### src/logic/ring_geom_pkg.sv
// Ring geometry package holding depth, step limit and index widths
package ring_geom_pkg;

  // ------------------------------
  // Ring size and step limit
  // ------------------------------

  // Number of entries in the ring, which is also the wrap modulus of both indices
  localparam int RING_DEPTH = 12;

  // Largest number of entries a single push or pop may move an index by
  localparam int MAX_STEP = 3;

  // ------------------------------
  // Derived widths
  // ------------------------------

  // Enough bits to hold RING_DEPTH-1, the highest legal index
  localparam int INDEX_WIDTH = $clog2(RING_DEPTH);

  // Enough bits to hold MAX_STEP itself
  localparam int STEP_WIDTH = $clog2(MAX_STEP + 1);

  // Codes between RING_DEPTH and 2**INDEX_WIDTH-1 are never used by an index
  // This gap is removed again whenever a subtraction borrows past 0
  localparam int RING_MARGIN = (2 ** INDEX_WIDTH) - RING_DEPTH;

  typedef logic [INDEX_WIDTH-1:0] ring_index_t;
  typedef logic [STEP_WIDTH-1:0] ring_step_t;

endpackage : ring_geom_pkg

### src/logic/ring_status_pkg.sv
// Ring occupancy package holding the level width and the full threshold
package ring_status_pkg;

  import ring_geom_pkg::*;

  // ------------------------------
  // Occupancy encoding
  // ------------------------------

  // A level runs from 0 up to RING_DEPTH-1
  // It is the distance between two indices, so it never reaches RING_DEPTH itself
  localparam int LEVEL_WIDTH = $clog2(RING_DEPTH);

  // One slot always stays unused
  // Without that gap a full ring and an empty ring would have equal indices
  localparam int FULL_LEVEL = RING_DEPTH - 1;

  // ------------------------------
  // Types
  // ------------------------------

  // Occupancy count as seen by the level tracker and the top-level port
  typedef logic [LEVEL_WIDTH-1:0] ring_level_t;

  // Free space uses the same encoding because it is FULL_LEVEL minus a level
  // and so it also stays within 0 to FULL_LEVEL

endpackage : ring_status_pkg

### src/logic/ring_index_counter.sv
// Ring index counter that steps downward by a variable amount and wraps at a non-power-of-2 depth
`timescale 1ns/10ps

module ring_index_counter (
  input  logic                     clk,
  input  logic                     reset,
  input  logic                     reinit,
  input  ring_geom_pkg::ring_index_t base_index,
  input  logic                     step_valid,
  input  ring_geom_pkg::ring_step_t  step,
  output ring_geom_pkg::ring_index_t index,
  output ring_geom_pkg::ring_index_t index_next
);

  import ring_geom_pkg::*;

  // ------------------------------
  // Next index computation
  // ------------------------------

  // Starting point of this cycle's update
  ring_index_t base;

  // Step widened to the index width, and the amount actually taken off
  ring_index_t step_ext;
  ring_index_t applied_step;

  // Plain binary difference before any wrap correction
  ring_index_t raw_next;

  // Difference with the unused codes above RING_DEPTH-1 removed
  ring_index_t wrapped_next;

  // High when the subtraction went below 0
  logic borrow;

  // A reinit replaces the current index as the starting point
  // A step in the same cycle is then taken from base_index and not lost
  assign base = reinit ? base_index : index;

  assign step_ext = INDEX_WIDTH'(step);

  // Without a strobe the step port carries no meaning and nothing is subtracted
  assign applied_step = step_valid ? step_ext : '0;

  assign raw_next = base - applied_step;

  // The binary result wraps to 2**INDEX_WIDTH, not to RING_DEPTH
  // So a borrow lands RING_MARGIN codes too high, in the range no index ever takes
  assign borrow = step_valid && (step_ext > base);

  // Taking the margin back off gives (base - step) mod RING_DEPTH
  // For a power-of-2 depth the margin is 0 and this path changes nothing
  assign wrapped_next = raw_next - INDEX_WIDTH'(RING_MARGIN);

  assign index_next = borrow ? wrapped_next : raw_next;

  // ------------------------------
  // Index register
  // ------------------------------

  // Reset loads the base index so both counters of a pair start level
  // The register only moves on a strobe or a reinit, index_next equals index otherwise
  always_ff @(posedge clk) begin
    if (reset) begin
      index <= base_index;
    end else if (step_valid || reinit) begin
      index <= index_next;
    end
  end

  // ------------------------------
  // Checks
  // ------------------------------

  // The caller must never ask for more than the geometry allows
  step_in_range_a : assert property (
    @(posedge clk) disable iff (reset)
    step_valid |-> (step <= MAX_STEP)
  ) else $error("ring_index_counter: step %0d above MAX_STEP", step);

  // An out-of-range base would seed the ring with an unused code
  base_in_range_a : assert property (
    @(posedge clk) disable iff (reset)
    base_index < RING_DEPTH
  ) else $error("ring_index_counter: base_index %0d not below RING_DEPTH", base_index);

  // The wrap correction must keep the index out of the margin codes
  index_in_range_a : assert property (
    @(posedge clk) disable iff (reset)
    index < RING_DEPTH
  ) else $error("ring_index_counter: index %0d not below RING_DEPTH", index);

  // The combinational look-ahead must predict the register one cycle later
  // Downstream logic chained on index_next relies on this
  next_propagates_a : assert property (
    @(posedge clk) disable iff (reset)
    1'b1 |=> (index == $past(index_next))
  ) else $error("ring_index_counter: index does not match last index_next");

endmodule : ring_index_counter

### src/logic/ring_level_tracker.sv
// Ring level tracker giving fill level, empty and full flags, and sticky step errors
`timescale 1ns/10ps

module ring_level_tracker (
  input  logic                        clk,
  input  logic                        reset,
  input  logic                        reinit,
  input  ring_geom_pkg::ring_index_t    wr_index,
  input  ring_geom_pkg::ring_index_t    rd_index,
  input  logic                        push_valid,
  input  ring_geom_pkg::ring_step_t     push_step,
  input  logic                        pop_valid,
  input  ring_geom_pkg::ring_step_t     pop_step,
  output ring_status_pkg::ring_level_t level,
  output logic                        empty,
  output logic                        full,
  output logic                        overrun,
  output logic                        underrun
);

  import ring_geom_pkg::*;
  import ring_status_pkg::*;

  // ------------------------------
  // Level and flags
  // ------------------------------

  // Both indices move downward, so the writer sits below the reader
  // The entries in use are the distance from rd_index down to wr_index
  ring_index_t raw_diff;
  ring_index_t level_index;
  logic        diff_borrow;

  // Room left before the ring counts as full
  ring_level_t free_space;

  // Error conditions of this cycle before they reach the sticky registers
  logic overrun_set;
  logic underrun_set;

  assign raw_diff = rd_index - wr_index;

  // Same margin correction as in the counters when the subtraction borrows
  assign diff_borrow = wr_index > rd_index;
  assign level_index = diff_borrow ? (raw_diff - INDEX_WIDTH'(RING_MARGIN)) : raw_diff;

  assign level = LEVEL_WIDTH'(level_index);

  assign free_space = LEVEL_WIDTH'(FULL_LEVEL) - level;

  assign empty = (level == '0);
  assign full  = (free_space == '0);

  // ------------------------------
  // Sticky error flags
  // ------------------------------

  // Both conditions look at the level before this cycle's steps are applied
  // A reinit discards the old level, so nothing is judged against it
  assign overrun_set  = !reinit && push_valid && (LEVEL_WIDTH'(push_step) > free_space);
  assign underrun_set = !reinit && pop_valid && (LEVEL_WIDTH'(pop_step) > level);

  // The flags only record the mistake, the counters still take the steps
  // Once set they hold until reset or the next reinit
  always_ff @(posedge clk) begin
    if (reset || reinit) begin
      overrun  <= 1'b0;
      underrun <= 1'b0;
    end else begin
      if (overrun_set) begin
        overrun <= 1'b1;
      end
      if (underrun_set) begin
        underrun <= 1'b1;
      end
    end
  end

  // ------------------------------
  // Checks
  // ------------------------------

  // Holds only while both counters keep their indices inside the ring
  level_in_range_a : assert property (
    @(posedge clk) disable iff (reset)
    level <= FULL_LEVEL
  ) else $error("ring_level_tracker: level %0d above FULL_LEVEL", level);

endmodule : ring_level_tracker

### src/logic/ring_tracker_top.sv
// Ring tracker top joining the producer and consumer index counters with the level tracker
`timescale 1ns/10ps

module ring_tracker_top (
  input  logic                        clk,
  input  logic                        reset,
  input  logic                        reinit,
  input  ring_geom_pkg::ring_index_t    base_index,
  input  logic                        push_valid,
  input  ring_geom_pkg::ring_step_t     push_step,
  input  logic                        pop_valid,
  input  ring_geom_pkg::ring_step_t     pop_step,
  output ring_geom_pkg::ring_index_t    wr_index,
  output ring_geom_pkg::ring_index_t    rd_index,
  output ring_status_pkg::ring_level_t level,
  output logic                        empty,
  output logic                        full,
  output logic                        overrun,
  output logic                        underrun
);

  // ------------------------------
  // Index counters
  // ------------------------------

  // Producer side, moved down by every push
  // The look-ahead output has no user at this level
  ring_index_counter wr_counter (
    .clk        (clk),
    .reset      (reset),
    .reinit     (reinit),
    .base_index (base_index),
    .step_valid (push_valid),
    .step       (push_step),
    .index      (wr_index),
    .index_next ()
  );

  // Consumer side, moved down by every pop
  ring_index_counter rd_counter (
    .clk        (clk),
    .reset      (reset),
    .reinit     (reinit),
    .base_index (base_index),
    .step_valid (pop_valid),
    .step       (pop_step),
    .index      (rd_index),
    .index_next ()
  );

  // ------------------------------
  // Occupancy
  // ------------------------------

  // Works on the registered indices, so the level trails a strobe by one cycle
  // just as the indices do
  ring_level_tracker level_tracker (
    .clk        (clk),
    .reset      (reset),
    .reinit     (reinit),
    .wr_index   (wr_index),
    .rd_index   (rd_index),
    .push_valid (push_valid),
    .push_step  (push_step),
    .pop_valid  (pop_valid),
    .pop_step   (pop_step),
    .level      (level),
    .empty      (empty),
    .full       (full),
    .overrun    (overrun),
    .underrun   (underrun)
  );

endmodule : ring_tracker_top

### config.mk
export PLATFORM = sky130hd
export DESIGN_NAME = ring_tracker_top
export DESIGN_NICKNAME = d
export VERILOG_FILES = /design/src/logic/ring_geom_pkg.sv /design/src/logic/ring_status_pkg.sv /design/src/logic/ring_index_counter.sv /design/src/logic/ring_level_tracker.sv /design/src/logic/ring_tracker_top.sv
export SDC_FILE = /design/constraint.sdc
export NUM_CORES = 1
export LEC_CHECK = 0
export ABC_AREA = 1
export BUFFER_PORTS_ARGS = -buffer_cell sky130_fd_sc_hd__buf_2
export CAP_MARGIN = 20
export CORE_ASPECT_RATIO = 0.5
export CORE_UTILIZATION = 45
export DETAILED_ROUTE_END_ITERATION = 10
export PLACE_DENSITY = 0.74
export SLEW_MARGIN = 30
export SYNTH_ARGS = -nofsm -noshare
export SYNTH_HDL_FRONTEND = slang
export SYNTH_SLANG_ARGS = --single-unit
### constraint.sdc
create_clock -name clk -period 2.6 [get_ports clk]
set_input_delay 0.26 -clock clk [delete_from_list [all_inputs] [get_ports clk]]
set_output_delay 0.26 -clock clk [all_outputs]
set_load 0.05 [all_outputs]
==> implementation parameters, run 1 <==
Parameter                              Value

Status
  Status    complete, no violations

Cells and area
  FILL cells    270
  Nets    262
  Number of diodes    0
  Area growth from synthesis to layout    18.6%
  Fraction of final layout cells with drive strength greater than 1    0.227

Placed design
  GP Congestion    0.793
  Placed wire-length estimate after detailed placement    2560 um
  Number of I/O port buffers    28
  Pre-CTS WS    between 0.3 and 0.4 ns

Min path
  Hold path startpoint    base_index[0]
  Hold/Removal Path Class    input pin to register
  Cells on Worst Hold Path    3
  Worst-case hold path end point    wr_counter.index[0]$_DFFE_PP_

CTS
  Latest clock arrival within the worst-skew pair    around 0.24 ns
  Number of instances resized during post-cts repair    0
  Clock transition at the registers of the reported paths    about 0.050 ns
  Number of clock buffers inserted by TritonCTS    3
  Clock sink total    10
  # Post-CTS Setup Buffers    0
  Root buffer cell    clkbuf_8
  Clock tree from TritonCTS    built
  H-Tree Level Count    1
  Number of hold buffers added after cts    0
  CTS max path bufs    2

Timing
  Achievable Freq    around 0.42 GHz
  Final Hold Fails    0
  Final count of pins violating max slew    0
  Final cycle utilization of the critical path    0.921
  Worst Max-Slew Pin Slew    about 0.34 ns
  Setup Total Neg Slack    0 ns
  Post-Route Skew    between 0.002 and 0.0025 ns
  Tightest hold margin    around 0.34 ns
  Headroom to the max-slew limit    0.771
  Total of endpoints with negative setup slack in the final report    0
  Least setup slack across all paths after layout    about 0.2 ns
  Final min period    approximately 2.4 ns
  Setup repair after global routing missed its margin    false

Power and ir drop
  Reported leakage power    0.000910 uW
  Power Total    approximately 1100 uW
  Total power per unit cell area    704 nW/um2
  Maximum resistive drop on vdd    around 550 uV

Routing
  Total wire length after detailed routing    about 3000 um
  Number of nets with antenna violations after detailed routing    0
  Wire per inst    around 11 um
  Average via count per standard cell    around 4.8
  Violation count after the first detailed-routing iteration    43
  DRC violations left    0
  Vias    1264
  Iteration count of the initial detailed-routing pass    4

Floorplan
  Std-Cell Core Area    between 2000 and 3000 um2
  Area of the die    3120 um2
  Number of top-level design ports    29
  Number of rows in the core area    13
  Die Ht    ~40 um
  Die Width    between 70 and 80 um
  Starting density of the core    0.486

Logic synthesis
  Synthesized Nets    about 230
  Sequential share of the synthesized area    0.216
  Number of cells produced by synthesis    199
  Average cell area after synthesis    6.52 um2
  Total standard cell area after synthesis    ~1300 um2
  Synth cell types    20
  Seq cells post-synth    10
  Total number of yosys warnings    0

Critical path
  Critical Path Source    rd_counter.index[0]$_DFFE_PP_
  Arrival time of the worst setup path    2.13 ns
  Cell breakdown of the critical path    inv_1 > ha_1 > inv_1 > fa_2 > nand2_1 > nand2_1 > nand3_1 > nand2_2 > nor3_4 > buf_2
  Nature of the critical path endpoint    output pin
  Slowest CP cell    edfxtp_1
  Maximum fanout count along the critical path    4
  Critical Path Start Type    register
  Max incr delay on CP    about 0.41 ns
  Endpoint of the worst-slack reg-to-reg timing path    level_tracker.underrun$_SDFFE_PP0P_
  Worst r2r src    rd_counter.index[0]$_DFFE_PP_
  Critical Setup Path Class    register to output pin
  Reg2Reg Setup Slack    about 0.46 ns
  Worst path required time    between 2 and 2.5 ns
  Reg2reg path depth    11

Global route
  Maximum number of pins on one net before global-route repair    12
  Via count of the first global-routing pass    1065
  Wire length of the first global-routing pass    roughly 4700 um
  GRT overflow    0
  Initial antenna violation count    0
  Aggregate global-route resource usage    0.204

Job
  Count of maximum capacitance violations    0
cells in the final DEF, fill, tap and decap left out, types with 5 or more instances in the layout:
cell       n
edfxtp_1   8
a21oi_1   12
nor2_1    13
buf_2     28
inv_1     44
o21ai_0    6
nand2_1   61
ha_1      16
nand3_1   12
nor2_2     5
Yosys cell counts:
library cell | n | share of area
nand2_4 | 2 | 0.017
fa_1 | 3 | 0.046
nor2_1 | 13 | 0.038
edfxtp_1 | 8 | 0.19
ha_1 | 16 | 0.15
dfxtp_1 | 2 | 0.031
nand2_2 | 2 | 0.0096
nand3_2 | 1 | 0.0077
o21ai_2 | 3 | 0.020
nor3_1 | 2 | 0.0077
xor2_1 | 1 | 0.0068
inv_1 | 44 | 0.13
nand2_1 | 61 | 0.18
a21oi_1 | 12 | 0.046
nand3_1 | 12 | 0.046
nor2_2 | 5 | 0.024
o21ai_0 | 6 | 0.023
buf_6 | 2 | 0.017
inv_2 | 2 | 0.0058
or2_2 | 2 | 0.0096
layout make-up:
| class | count | area [um2] | share of cell area |
|---|---|---|---|
| Timing Repair Buffer | 28 | 140 | 0.0911 |
| Inverter | 46 | 173 | 0.112 |
| Clock buffer | 4 | 45.0 | 0.0293 |
| Tap cell | 37 | 46.3 | 0.0301 |
| Multi-Input combinational cell | 141 | 855 | 0.555 |
| Sequential cell | 10 | 280 | 0.182 |
report_power, final:
group	switching, uW	leakage (uW)	internal [uW]
sequential	16.9	0.000101	197
combinational	501	0.000785	194
clock	65.8	0.0000228	108
total	584	0.000910	499
registers in the layout, indices dropped and copies added (netlist names):
signal                  flops
level_tracker.underrun      1
wr_counter.index            4
rd_counter.index            4
level_tracker.overrun       1
through the flow:
step           area, um2  instances   util
6_report            1540        266  0.577
5_1_grt             1540        266  0.577
4_1_cts             1540        266  0.577
3_5_place_dp        1490        262  0.560
3_3_place_gp        1490        262  0.560
2_1_floorplan       1330        199      -
cell families after synthesis:
| logic type | Yosys count | share of synthesized area |
|---|---|---|
| and+or+nand+nor | 100 | 0.337 |
| buffers and inverters | 48 | 0.150 |
| AOI/OAI and AO/OA | 21 | 0.0897 |
| adders and majority gates | 19 | 0.201 |
| DFF | 10 | 0.216 |
| xor gates and xnor gates | 1 | 0.00675 |
per-layer routing:
metal,vias up,routed length [um],track usage
li1,676,-,-
met3,2,179,0.0364
met1,557,1380,0.259
met2,29,1420,0.385
met5,-,0,0
met4,0,14,0.0370
worst max-delay path by stage:
stage / end / slack [ns]
floorplan: full / 0.05
global placement: rd_counter.index[3]$_DFFE_PP_ / 0.42
detailed placement: rd_counter.index[3]$_DFFE_PP_ / 0.33
CTS: empty / 0.21
global route: empty / 0.03
finish: empty / 0.21
critical path: cells and delay by family, from the launching register on:
kind | cells | cell delay (ns)
flip-flops | 1 | 0.41
buffers and inverters | 3 | 0.42
AND/OR/NAND/NOR | 5 | 0.57
adder cells (fa/ha/maj) | 2 | 0.49
Note: power is estimated with default switching activity, not from simulation.
==> inputs of run 2 (changes only) <==
Settings changed: GPL_TIMING_DRIVEN set to 0.
==> run 2 against run 1 <==
Against the previous run: worst hold slack worse by 0.0076 ns; clock skew grew 0.00078 ns; final area up 1.1%; cell count increased by 0.38%; clock power about the same; first-iteration DRC count up 42%; clock-buffer cell count is 1 lower; combinational power about the same; register-to-register slack better by 0.03 ns; sequential cell count unchanged; via count grew 2.3%; highest routed layer unchanged.
==> implementation parameters, run 2 (synthesis gave the netlist of run 1 again) <==
Parameter                              Value

Power and ir drop
  Portion of total power attributed to combinational logic    0.643
  Power spent charging and discharging nets    580 uW
  Reported leakage power    between 0.0009 and 0.001 uW
  Part of the power in the clock network    0.159
  Power Internal    roughly 500 uW
  Maximum resistive drop on vdd    ~650 uV
  Total power per unit cell area    between 600 and 700 nW/um2
  Share of power burned in registers    0.198
  Fraction of power spent switching nets    0.538
  Power Total    approximately 1100 uW

Critical path
  Arrival time of the worst setup path    around 2.1 ns
  Worst path required time    approximately 2.3 ns
  Reg2Reg Setup Slack    0.49 ns
  Critical Path Start Type    register
  Nature of the critical path endpoint    output pin
  Critical Setup Path Class    register to output pin
  Maximum fanout count along the critical path    5

Floorplan
  Die Width    roughly 78 um
  Number of top-level design ports    29
  Starting density of the core    0.486
  Std-Cell Core Area    between 2000 and 3000 um2
  Die Ht    roughly 40 um
  Area of the die    3120 um2
  Number of rows in the core area    13

Status
  Status    complete, no violations

Routing
  Total wire length after detailed routing    2830 um
  Average via count per standard cell    4.84
  Vias    approximately 1.3k
  DRC violations left    0
  Violation count after the first detailed-routing iteration    between 60 and 70
  Number of nets with antenna violations after detailed routing    0
  Iteration count of the initial detailed-routing pass    4
  Wire per inst    10.6 um

Min path
  Hold/Removal Path Class    input pin to register

CTS
  Latest clock arrival within the worst-skew pair    0.24 ns
  Number of hold buffers added after cts    0
  Number of clock buffers inserted by TritonCTS    3
  Root buffer cell    clkbuf_8
  # Post-CTS Setup Buffers    0
  Clock tree from TritonCTS    built
  Clock sink total    10
  CTS max path bufs    2
  H-Tree Level Count    1
  Number of instances resized during post-cts repair    0
  Clock transition at the registers of the reported paths    around 0.050 ns

Global route
  GRT overflow    0
  Initial antenna violation count    0
  Aggregate global-route resource usage    0.191
  Maximum number of pins on one net before global-route repair    11
  Wire length of the first global-routing pass    between 4000 and 5000 um
  Via count of the first global-routing pass    1067

Cells and area
  Fraction of final layout cells with drive strength greater than 1    0.230
  Largest registers    rd_counter.index x4, wr_counter.index x4
  Most frequent standard cell in the layout excluding fill and tap cells    nand2_1
  Most frequent cells in the layout    nand2_1, inv_1, buf_2
  Number of diodes    0
  Nets    approximately 260
  Area growth from synthesis to layout    20.0%

Placed design
  Number of I/O port buffers    27
  GP Congestion    0.833
  Placed wire-length estimate after detailed placement    2440 um

Timing
  Final min period    2.35 ns
  Final cycle utilization of the critical path    0.903
  Total of endpoints with negative setup slack in the final report    0
  Final Hold Fails    0
  Final count of pins violating max slew    0
  Setup Total Neg Slack    0 ns
  Post-Route Skew    approximately 0.0029 ns
  Setup repair after global routing missed its margin    false
  Worst Max-Slew Pin Slew    0.315 ns
  Headroom to the max-slew limit    0.790
  Achievable Freq    approximately 0.43 GHz

Job
  Count of maximum capacitance violations    0
## run 2: changes by cell type in the layout (fill, tap and decap cells not counted), sizes merged
cell and delta:
buf +1, clkbuf -1, clkinv +1
## run 2: final timing paths
kind / startpoint / to / cells after the start
worst min-delay path: base_index[1] / wr_counter.index[1]$_DFFE_PP_ / 3
worst max-delay path: wr_counter.index[2]$_DFFE_PP_ / full / 8
worst min register to register: level_tracker.overrun$_SDFFE_PP0P_ / level_tracker.overrun$_SDFFE_PP0P_ / 2
worst max register to register: rd_counter.index[0]$_DFFE_PP_ / level_tracker.underrun$_SDFFE_PP0P_ / 11
## run 2: worst max-delay path, cell delays in order, from the launching register on
cell and delay [ns]:
edfxtp_1 0.38, inv_1 0.15, ha_1 0.31, a21oi_1 0.24, nand2_1 0.11, nand2_1 0.07
nand2_1 0.14, nor3_4 0.18, buf_2 0.27
## run 2: through the flow
stage / hold slack [ns] / std cells / area, um2 / setup WS (ns) / util
after floorplan: 0.459 / 199 / 1330 / 0.0527 / -
after global placement: 0.440 / 263 / 1510 / 0.519 / 0.567
after detailed placement: 0.445 / 263 / 1510 / 0.485 / 0.567
after CTS: 0.335 / 267 / 1560 / 0.257 / 0.583
after global routing: 0.342 / 267 / 1560 / 0.0890 / 0.583
final: 0.335 / 267 / 1560 / 0.251 / 0.583
## run 2: routing by layer
metal / vias to the layer above / global-route usage / routed length (um)
met5: - / 0 / 0
met1: 573 / 0.246 / 1420
met2: 35 / 0.343 / 1280
met3: 4 / 0.0523 / 116
li1: 681 / - / -
met4: 0 / 0.0278 / 8
## run 2: layout make-up
type,instances,area (um2)
clock buffers,3,41.3
repair buffers,27,135
plain buffers,2,22.5
fillers,248,1110
inverters,46,173
clock inverters,1,3.75
well taps,37,46.3
multi-input cells,141,855
flip-flops and latches,10,280
## run 2: power by group through the flow
stage / clock network [uW] / registers [uW] / logic, uW
after floorplan: 0 / 279 / 498
after global placement: 0 / 217 / 676
after detailed placement: 0 / 216 / 695
after CTS: 172 / 213 / 697
after global routing: 180 / 216 / 766
final: 171 / 213 / 693
